[src/common/link_pkg.sv]
/*
 * Serial link constants: byte width, bit counter width, comma character
 * and the number of aligned commas needed for lock, plus the byte type
 */
package link_pkg;

  // Width of one data byte on the link
  localparam int BYTE_W = 8;

  // Bit position counter inside one byte
  localparam int BIT_CNT_W = $clog2(BYTE_W);

  typedef logic [BYTE_W-1:0] byte_t;

  // Alignment and idle character
  localparam byte_t COMMA = 8'hBC;

  // Commas at consecutive byte boundaries before lock
  localparam int LOCK_COMMAS = 2;

endpackage : link_pkg

[src/common/buffer_pkg.sv]
/*
 * Default lane FIFO sizing: depth and almost-full fill level
 */
package buffer_pkg;

  // Entries per lane FIFO
  localparam int DEFAULT_DEPTH = 4;

  // Fill count at which almost_full rises and the sender should slow down
  localparam int DEFAULT_AF_LEVEL = 3;

endpackage : buffer_pkg

[src/deserializer/serial_deserializer.sv]
/*
 * Serial to byte converter for one lane: bit shifter, comma hunt,
 * lock state and byte strobe for non-comma bytes
 */
`timescale 1ns/1ps

module serial_deserializer (
  input  logic            clk,
  input  logic            rst_n,
  input  logic            serial_in,
  output link_pkg::byte_t byte_data,
  output logic            byte_valid,
  output logic            locked
);

  localparam int BIT_CNT_W = link_pkg::BIT_CNT_W;
  localparam int CNT_W     = $clog2(link_pkg::LOCK_COMMAS + 1);

  typedef enum logic [1:0] {
    ST_HUNT,  // Comparing every cycle, no alignment yet
    ST_ALIGN, // Aligned, counting commas at boundaries
    ST_LOCK
  } state_t;

  state_t                 state;
  link_pkg::byte_t        shreg;
  logic [BIT_CNT_W-1:0]   bit_cnt;
  logic [CNT_W-1:0]       comma_cnt;
  logic [CNT_W-1:0]       next_cnt;
  logic                   is_comma;
  logic                   boundary;
  logic                   check_comma;

  assign is_comma = (shreg == link_pkg::COMMA);
  assign boundary = (bit_cnt == '0); // Shifter holds a whole aligned byte

  // A comma counts anywhere while hunting but only on a boundary once aligned
  assign check_comma = (state == ST_HUNT) ? is_comma : ((state == ST_ALIGN) && boundary);
  assign next_cnt    = (state == ST_HUNT) ? CNT_W'(1) : comma_cnt + CNT_W'(1);

  assign locked = (state == ST_LOCK);

  // MSB first so new bits enter at the bottom
  always_ff @(posedge clk or negedge rst_n) begin
    if (!rst_n) begin
      shreg <= '0;
    end else begin
      shreg <= {shreg[link_pkg::BYTE_W-2:0], serial_in};
    end
  end

  always_ff @(posedge clk or negedge rst_n) begin
    if (!rst_n) begin
      state     <= ST_HUNT;
      comma_cnt <= '0;
      bit_cnt   <= '0;
    end else begin
      bit_cnt <= bit_cnt + BIT_CNT_W'(1);
      if (check_comma && is_comma) begin
        // The bit shifted in on this edge is the first of the next byte
        bit_cnt   <= BIT_CNT_W'(1);
        comma_cnt <= next_cnt;
        if (next_cnt == CNT_W'(link_pkg::LOCK_COMMAS)) begin
          state <= ST_LOCK;
        end else begin
          state <= ST_ALIGN;
        end
      end else if (check_comma) begin
        state     <= ST_HUNT; // No comma at the boundary means a false alignment
        comma_cnt <= '0;
      end
    end
  end

  // Strobe on the edge after the last bit of a data byte was sampled
  always_ff @(posedge clk or negedge rst_n) begin
    if (!rst_n) begin
      byte_valid <= 1'b0;
    end else begin
      byte_valid <= locked && boundary && !is_comma;
    end
  end

  always_ff @(posedge clk) begin
    if (locked && boundary) begin
      byte_data <= shreg;
    end
  end

  // Data only leaves a locked lane
  a_valid_needs_lock : assert property (
    @(posedge clk) disable iff (!rst_n)
      byte_valid |-> locked
  ) else $error("byte_valid while lane not locked");

endmodule : serial_deserializer

[src/logic/lane_fifo.sv]
/*
 * Byte FIFO for one lane with combinational almost-full flag
 * and sticky overflow on a rejected push
 */
`timescale 1ns/1ps

module lane_fifo #(
  parameter int DEPTH    = buffer_pkg::DEFAULT_DEPTH,
  parameter int AF_LEVEL = buffer_pkg::DEFAULT_AF_LEVEL
) (
  input  logic            clk,
  input  logic            rst_n,
  input  logic            push,
  input  link_pkg::byte_t push_data,
  input  logic            pop,
  output link_pkg::byte_t pop_data,
  output logic            empty,
  output logic            almost_full,
  output logic            overflow
);

  localparam int PTR_W = (DEPTH > 1) ? $clog2(DEPTH) : 1;
  localparam int CNT_W = $clog2(DEPTH + 1);

  link_pkg::byte_t   mem [DEPTH];
  logic [PTR_W-1:0]  wr_ptr;
  logic [PTR_W-1:0]  rd_ptr;
  logic [CNT_W-1:0]  count;
  logic              full;
  logic              do_push;
  logic              do_pop;

  // Pointers wrap at DEPTH, which need not be a power of two
  function automatic logic [PTR_W-1:0] ptr_inc(input logic [PTR_W-1:0] ptr);
    return (ptr == PTR_W'(DEPTH - 1)) ? '0 : ptr + PTR_W'(1);
  endfunction

  assign full        = (count == CNT_W'(DEPTH));
  assign empty       = (count == '0);
  assign almost_full = (count >= CNT_W'(AF_LEVEL));

  assign do_pop  = pop && !empty;
  assign do_push = push && (!full || do_pop); // A pop frees the slot in the same cycle

  assign pop_data = mem[rd_ptr]; // Head entry, shown before the pop

  always_ff @(posedge clk) begin
    if (do_push) begin
      mem[wr_ptr] <= push_data;
    end
  end

  always_ff @(posedge clk or negedge rst_n) begin
    if (!rst_n) begin
      wr_ptr <= '0;
      rd_ptr <= '0;
      count  <= '0;
    end else begin
      if (do_push) begin
        wr_ptr <= ptr_inc(wr_ptr);
      end
      if (do_pop) begin
        rd_ptr <= ptr_inc(rd_ptr);
      end
      case ({do_push, do_pop})
        2'b10:   count <= count + CNT_W'(1);
        2'b01:   count <= count - CNT_W'(1);
        default: count <= count;
      endcase
    end
  end

  always_ff @(posedge clk or negedge rst_n) begin
    if (!rst_n) begin
      overflow <= 1'b0;
    end else if (push && !do_push) begin
      overflow <= 1'b1; // Byte lost, held until reset
    end
  end

  // The reader must never pop a lane it sees as empty
  a_no_pop_empty : assert property (
    @(posedge clk) disable iff (!rst_n) pop |-> !empty
  ) else $error("pop while FIFO empty");

  a_count_range : assert property (
    @(posedge clk) disable iff (!rst_n) count <= CNT_W'(DEPTH)
  ) else $error("FIFO count above DEPTH");

endmodule : lane_fifo

[src/logic/pair_reader.sv]
/*
 * Joint pop of both lane FIFOs, registered output pair with valid
 * and registered almost-full flags for the sender
 */
`timescale 1ns/1ps

module pair_reader (
  input  logic            clk,
  input  logic            rst_n,
  input  logic            read,
  input  link_pkg::byte_t data_a,
  input  link_pkg::byte_t data_b,
  input  logic            empty_a,
  input  logic            empty_b,
  input  logic            af_a,
  input  logic            af_b,
  output logic            pop,
  output link_pkg::byte_t data1,
  output link_pkg::byte_t data2,
  output logic            out_valid,
  output logic            almost_full1,
  output logic            almost_full2
);

  // Both lanes move together or not at all
  assign pop = read && !empty_a && !empty_b;

  always_ff @(posedge clk or negedge rst_n) begin
    if (!rst_n) begin
      out_valid <= 1'b0;
    end else begin
      out_valid <= pop; // One cycle per pop
    end
  end

  // Pair holds its value between pops
  always_ff @(posedge clk) begin
    if (pop) begin
      data1 <= data_a;
      data2 <= data_b;
    end
  end

  always_ff @(posedge clk or negedge rst_n) begin
    if (!rst_n) begin
      almost_full1 <= 1'b0;
      almost_full2 <= 1'b0;
    end else begin
      almost_full1 <= af_a; // One cycle behind the FIFO count
      almost_full2 <= af_b;
    end
  end

endmodule : pair_reader

[src/logic/dual_lane_receiver.sv]
/*
 * Two-lane serial byte receiver: per lane a deserializer and a FIFO,
 * shared pair reader on the output side
 */
`timescale 1ns/1ps

module dual_lane_receiver #(
  parameter int DEPTH    = buffer_pkg::DEFAULT_DEPTH,
  parameter int AF_LEVEL = buffer_pkg::DEFAULT_AF_LEVEL
) (
  input  logic            clk,
  input  logic            rst_n,
  input  logic            serial_in1,
  input  logic            serial_in2,
  input  logic            read,
  output link_pkg::byte_t data1,
  output link_pkg::byte_t data2,
  output logic            out_valid,
  output logic            almost_full1,
  output logic            almost_full2,
  output logic            overflow1,
  output logic            overflow2,
  output logic            locked1,
  output logic            locked2
);

  link_pkg::byte_t byte_data1;
  link_pkg::byte_t byte_data2;
  logic            byte_valid1;
  logic            byte_valid2;
  link_pkg::byte_t head1;
  link_pkg::byte_t head2;
  logic            empty1;
  logic            empty2;
  logic            af1;
  logic            af2;
  logic            pop;

  serial_deserializer u_des1 (
    .clk        (clk),
    .rst_n      (rst_n),
    .serial_in  (serial_in1),
    .byte_data  (byte_data1),
    .byte_valid (byte_valid1),
    .locked     (locked1)
  );

  serial_deserializer u_des2 (
    .clk        (clk),
    .rst_n      (rst_n),
    .serial_in  (serial_in2),
    .byte_data  (byte_data2),
    .byte_valid (byte_valid2),
    .locked     (locked2)
  );

  lane_fifo #(.DEPTH(DEPTH), .AF_LEVEL(AF_LEVEL)) u_fifo1 (
    .clk (clk), .rst_n (rst_n),
    .push (byte_valid1), .push_data (byte_data1),
    .pop (pop), .pop_data (head1),
    .empty (empty1), .almost_full (af1), .overflow (overflow1)
  );

  lane_fifo #(.DEPTH(DEPTH), .AF_LEVEL(AF_LEVEL)) u_fifo2 (
    .clk (clk), .rst_n (rst_n),
    .push (byte_valid2), .push_data (byte_data2),
    .pop (pop), .pop_data (head2),
    .empty (empty2), .almost_full (af2), .overflow (overflow2)
  );

  pair_reader u_reader (
    .clk (clk), .rst_n (rst_n), .read (read),
    .data_a (head1), .data_b (head2),
    .empty_a (empty1), .empty_b (empty2),
    .af_a (af1), .af_b (af2), .pop (pop),
    .data1 (data1), .data2 (data2), .out_valid (out_valid),
    .almost_full1 (almost_full1), .almost_full2 (almost_full2)
  );

endmodule : dual_lane_receiver

[config.mk]
export PLATFORM = sky130hd
export DESIGN_NAME = dual_lane_receiver
export DESIGN_NICKNAME = d
export VERILOG_FILES = /design/src/common/link_pkg.sv /design/src/common/buffer_pkg.sv /design/src/deserializer/serial_deserializer.sv /design/src/logic/lane_fifo.sv /design/src/logic/pair_reader.sv /design/src/logic/dual_lane_receiver.sv
export SDC_FILE = /design/constraint.sdc
export NUM_CORES = 1
export LEC_CHECK = 0
export ABC_AREA = 1
export BUFFER_PORTS_ARGS = -buffer_cell sky130_fd_sc_hd__buf_2
export CORE_MARGIN = 1.5
export CORE_UTILIZATION = 60
export DETAILED_ROUTE_END_ITERATION = 10
export PLACE_DENSITY = 0.83
export SYNTH_ARGS = -nofsm -noshare
export SYNTH_HDL_FRONTEND = slang
export SYNTH_SLANG_ARGS = --single-unit
export TNS_END_PERCENT = 5
[constraint.sdc]
create_clock -name clk -period 3.94 [get_ports clk]
set_input_delay 0.591 -clock clk [delete_from_list [all_inputs] [get_ports clk]]
set_output_delay 0.591 -clock clk [all_outputs]
set_load 0.05 [all_outputs]
======== Word level (Yosys, flattened, before mapping) ========
Memories as Yosys holds them, arrays and structs flattened. A register that Yosys moved wholly into a read port is not among the register bits.
Index checks and enable logic that the tools add are counted.
storage, ports and cells
  register bits after elaboration ......... 67
  bits in writable memories ............... 64
  input port bits ......................... 5
  output and inout port bits .............. 23
  word-level logic and storage cells ...... 117
  memories ................................ 2
operators by class
  add/sub/neg operators ................... 12
  magnitude comparators ................... 2
  eq/ne operators ......................... 18
  muxes and demuxes ....................... 24
  reductions and logical operators ........ 36
memories
  name         depth  width  rd ports  clocked after Yosys merged registers in  wr ports  RTL line         source
  u_fifo1.mem  4      8      1         1                                        1         lane_fifo.sv:25  link_pkg::byte_t mem [DEPTH];
  u_fifo2.mem  4      8      1         1                                        1         lane_fifo.sv:25
operators with widths
  operator               number
  $mux W2                14
  $eq A2 B2 Y1 const B   10
  $eq A8 B8 Y1 const B   2
  $logic_and A1 B1 Y1    16
  $add A2 B1 Y2 const B  6
  $add A3 B1 Y3 const B  4
  $logic_not A3 Y1       4
  $pmux W3 S2            2
  $eq A2 B1 Y1 const B   4
  $logic_not A1 Y1       8
  $reduce_bool A2 Y1     4
  $eq A3 B3 Y1 const B   2
  $ge A3 B2 Y1 const B   2
  $mux W1                6
  $mux W3                2
  $sub A3 B1 Y3 const B  2
  $logic_not A2 Y1       2
  $logic_or A1 B1 Y1     2

======== Logic depth before layout (Yosys ltp) ========
  depth in word-level cells ............... 9
  mapped depth ............................ 10
  mapped depth without buffers ............ 10

======== Modules after synthesis ========
From an unflattened synthesis, not the netlist that was laid out.
unflattened totals
  cells, all modules ...................... 496
  area, all modules ....................... 6057.1 um^2
modules (own cells, without submodules)
  module                instances  cells an instance  area an instance (um^2)  sequential area each (um^2)
  serial_deserializer   2          87                 977.2                    640.6
  lane_fifo at u_fifo1  1          159                1824.2                   1161.1
  lane_fifo at u_fifo2  1          141                1709.1                   1161.1
  pair_reader           1          22                 569.3                    555.5

======== Worst setup path after synthesis ========
Ideal clock, no wire load.
  path type ............................... input to register
  from .................................... input port read
  to ...................................... register u_fifo1.count[2]
  setup time .............................. 0.062 ns
  arrival ................................. 1.642 ns
  data required time ...................... 3.878 ns
  setup slack ............................. 2.236 ns
  stages .................................. 8
  path buffers ............................ 0
  path through ............................ a21boi_4 nand3_2 fa_1 inv_1 nand4_1 nand3_1 nand2_1 inv_1
between the ends
  cells in the longest elaborated chain, start to end .. 7
  elaborated cells between the ends (all ways) .. 9
  those cells by class .................... eq/ne (2); mux (1); reduce/logical (6)
ends and longest elaborated chain
  item                                                      RTL line                  source
  start: declaration                                        dual_lane_receiver.sv:15  input logic read,
  $logic_and A1 B1 Y1 (*) (2 in series)                     pair_reader.sv:26         assign pop = read && !empty_a && !empty_b;
  $logic_and A1 B1 Y1 (*)                                   lane_fifo.sv:42           assign do_pop = pop && !empty;
  $logic_or A1 B1 Y1                                        lane_fifo.sv:43           assign do_push = push && (!full || do_pop);
  $logic_and A1 B1 Y1                                       lane_fifo.sv:43
  $eq A2 B1 Y1 / $eq A2 B2 Y1 (equally long branches)       lane_fifo.sv:65           case ({do_push, do_pop})
  $pmux W3 S2 / $reduce_bool A2 Y1 (equally long branches)  n/a
  end signal: assignment                                    lane_fifo.sv:66           2'b10: count <= count + CNT_W'(1);
  end signal: assignment                                    lane_fifo.sv:67           2'b01: count <= count - CNT_W'(1);
  end signal: assignment                                    lane_fifo.sv:68           default: count <= count;
  end: declaration                                          lane_fifo.sv:28           logic [CNT_W-1:0] count;
Every way passes the cells marked *; elsewhere a longest branch is shown, timed or not.
A chain may end at the register's enable or synchronous reset.

======== Worst setup path in the final report ========
  from .................................... register u_fifo2.count[0]
  to ...................................... memory u_fifo2.mem[3][3] (netlist bit) (enable)
between the ends
  cells in the longest elaborated chain, start to end .. 8
  elaborated cells between the ends (all ways) .. 10
  those cells by class .................... eq/ne (1); mux (2); reduce/logical (7)
ends and longest elaborated chain
  item                               RTL line                            source
  start: declaration                 lane_fifo.sv:28
  start signal: assignment           lane_fifo.sv:66
  start signal: assignment           lane_fifo.sv:67
  start signal: assignment           lane_fifo.sv:68
  $logic_not A3 Y1                   lane_fifo.sv:39                     assign empty = (count == '0);
  $logic_not A1 Y1                   lane_fifo.sv:42, pair_reader.sv:26
  $logic_and A1 B1 Y1                pair_reader.sv:26
  $logic_and A1 B1 Y1                lane_fifo.sv:42
  $logic_or A1 B1 Y1 (*)             lane_fifo.sv:43
  $logic_and A1 B1 Y1 (*)            lane_fifo.sv:43
  $mux W1 (*)                        lane_fifo.sv:48                     if (do_push) begin
  $mux W1 (not written as such) (*)  lane_fifo.sv:49                     mem[wr_ptr] <= push_data;
  end: declaration                   lane_fifo.sv:25
Marked as above.

==> metrics.md <==
| Metric | Value |
|---|---|
| Status | complete, no violations |
| Biggest area consumer among synthesized cells | edfxtp_1 |
| Post-DP HPWL | 5990 µm |
| I/O pin total | 28 |
| Core box area | 9150 µm² |
| Mapped Avg Cell Area | 13.1 µm² |
| Total GRT Usage | 20.6% |
| Cell depth of the worst setup path | 6 |
| Layout area overhead | 14.0% |
| Reg power frac | 44.5% |
| Clock period minus worst slack | 2020 ps |
| Syn nets | 450 |
| Sw Share | 33.6% |
| Synth cell types | 31 |
| Clock Sinks | 147 |
| H-tree levels | 4 |
| Yosys reg bits | 147 |
| Final max-slew violation count | 0 |
| Largest cells by area after synthesis | edfxtp_1 (51%), dfrtp_1 (23%), o21ai_0 (4.4%) |
| CTS tree | done |
| Global-route wire length before repair | 15000 µm |
| Post-Syn Area | 5620 µm² |
| Setup bufs post-CTS | 0 |
| Post-synth EDFFs | 96 |
| Synth async-reset ratio | 34.7% |
| Fin. Hold Viols | 0 |
| Number of global-route vias before repair | 3252 |
| # Max-Cap Violations | 0 |
| GRT met3 Usage | 6.89% |
| Synth Flop Type | edfxtp_1 |
| Post-CTS Hold Buffers | 0 |
| Most used routing layer | met2 |
| Worst Clk Skew | 7.35 ps |
| Post-synth top cells | edfxtp_1 (96), nor2_1 (58), dfrtp_1 (51), o21ai_0 (49), inv_1 (47) |
| Longest Clk Path Bufs | 2 |
| Worst setup SP type | flop |
| Sw Pwr | 1.52 mW |
| Combinational fraction of design power | 23.7% |
| Gr ovfl total | 0 |
| CP endpoint kind | flop |
| Area share of the largest cell type after synthesis | 51.3% |
| Clock latency on the worst-skew pair | 520 ps |
| Flop2flop setup slack | 1920 ps |
| Ant diodes | 0 |
| CP top delay family | simple AND/OR/NAND/NOR gates |
| Peak VDD IR | 0.473 mV |
| Register area share after synthesis | 74.0% |
| Worst Hold Class | primary input to async pin |
| DR DRC count | 0 |
| CP Cell Sequence | nor2_4, nand2_1, nand3_2, nand3_1, nand2_2, nor2_1 |
| Die Y | 99.8 µm |
| Share of cells above drive strength 1 | 14.3% |
| Total Die Area | 9950 µm² |
| PortBufs | 27 |
| Layout Nets | 491 |
| Gpl congestion | 0.850 |
| RSZ-0062 raised after global routing | false |
| Routing usage on met1 | 26.4% |
| R2R cell count | 6 |
| Met2 Use GR | 31.9% |
| Largest net degree at the start of global routing | 52 |
| Setup violators final | 0 |
| Tcrit/Tclk final | 51.2% |
| Critical Path RT | 4090 ps |
| Number of DRC markers in iteration 0 | 229 |
| Fin util | 70.0% |
| Fillers | 590 |
| Via-to-Cell Ratio | 5.44 |
| Initial Util | 61.4% |
| Post-Route WL | 9180 µm |
| Rows | 35 |
| Crit path DAT | 2170 ps |
| Clock power share | 31.8% |
| Internal | 2.99 mW |
| CP peak stage delay | 560 ps |
| CTS resizes | 0 |
| Worst path bufs/invs | 0 |
| Worst-path maximum fanout | 8 |
| Antenna violations before repair | 0 |
| Mapped Cells | 429 |
| FMAX | 496 MHz |
| Clock-pin slew on the worst setup and hold paths | 60 ps |
| Via count | 3233 |
| First-pass DRT Iterations | 5 |
| Slew @ Worst Pin | 1070 ps |
| Post-route ant nets | 0 |
| Power Density | 704 nW/µm² |
| Setup_tns | 0 ps |
| Num CTS Buffers | 17 |
| CP max stage cell | nor2_1 |
| Area of the multi-input gates | 1240 µm² |
| Static Leakage | 2.57 nW |
| Die width | 99.8 µm |
| Synth Warn # | 0 |
| Most common cell in the netlist | edfxtp_1 |
| Slew headroom | 28.3% |
| Storage element area | 4160 µm² |
| Crit path kind | flop to flop |
| Average wire per cell in the routed design | 15.5 µm |
| Root Driver | clkbuf_8 |
## layer usage
metal | vias up | share of wire [%]
li1 | 1564 | -
met1 | 1551 | 44
met2 | 99 | 48
met3 | 19 | 5.3
met4 | 0 | 2.2
met5 | - | 0
## power by group through the flow
stage	Combinational, mW	Clock (mW)	Sequential, mW
global placement	1.01	0	2.02
finish	1.07	1.43	2.01
floorplan	0.582	0	2.28
CTS	1.07	1.45	2.01
global route	1.18	1.52	2.03
detailed placement	1.06	0	2.04
## sequential cells by signal (all words and copies together) (netlist names), 3 cells and up
name and flops:
u_fifo1.count 3, u_des2.shreg 8, u_fifo1.mem 32, u_fifo2.count 3, u_reader.data1 8, u_reader.data2 8
u_des2.bit_cnt 3, u_des1.bit_cnt 3, u_des1.shreg 8, u_des1.byte_data 8, u_fifo2.mem 32, u_des2.byte_data 8
## worst paths after layout
check,startpoint,end
setup / recovery,u_fifo2.count[0],u_fifo2.mem[3][3]
hold / removal,rst_n,u_des1.bit_cnt[0]
min in group clk,serial_in2,u_des2.shreg[0]
max in group asynchronous,rst_n,u_des2.shreg[4]
hold reg to reg,u_des2.shreg[5],u_des2.shreg[6]
setup reg to reg,u_fifo2.count[0],u_fifo2.mem[3][3]
## cell usage in the layout (no fill, tap or decap), types with 2 or more instances in the layout
cell type	Yosys	routed
fa_1	2	2
clkinv_2	0	3
nand4_1	5	5
dfrtp_1	51	51
inv_1	47	47
nor2_1	58	58
xor2_1	2	2
clkbuf_16	0	16
ha_1	14	14
nand2_1	41	41
xnor2_1	2	2
clkbuf_1	2	2
clkinv_4	0	2
clkinvlp_4	0	5
buf_2	4	27
a21oi_1	5	5
edfxtp_1	96	96
nor4_1	2	2
nor3_1	2	2
nand3_1	12	12
nand3_2	4	4
o21ai_1	2	2
o21ai_0	49	49
inv_2	3	3
o22ai_1	16	16
## through the flow
stage	setup WS [ps]	instances	cell area [µm²]	total power, mW	hold WS [ps]
6_report	1920	594	6410	4.51	179
5_1_grt	1750	594	6410	4.74	153
4_1_cts	1910	594	6410	4.53	156
3_5_place_dp	1870	562	5870	3.10	384
3_3_place_gp	1980	562	5870	3.04	372
2_1_floorplan	2240	429	5620	2.86	295
## area by class of cell
class,count,share of cell area (%)
clock buffers,19,6.58
multi-input cells,226,19.4
clock inverters,13,1.76
inverters,50,2.93
repair buffers,28,2.23
well taps,111,2.17
flip-flops and latches,147,64.9
## cells by family after synthesis
family	after synthesis	share of synthesized area (%)
fa+ha+maj	16	3.83
flops	147	74.0
buf+inv	56	3.83
compound gates	78	7.80
simple gates	128	9.89
xor+xnor	4	0.624
Power figures use the tool's default switching activity.
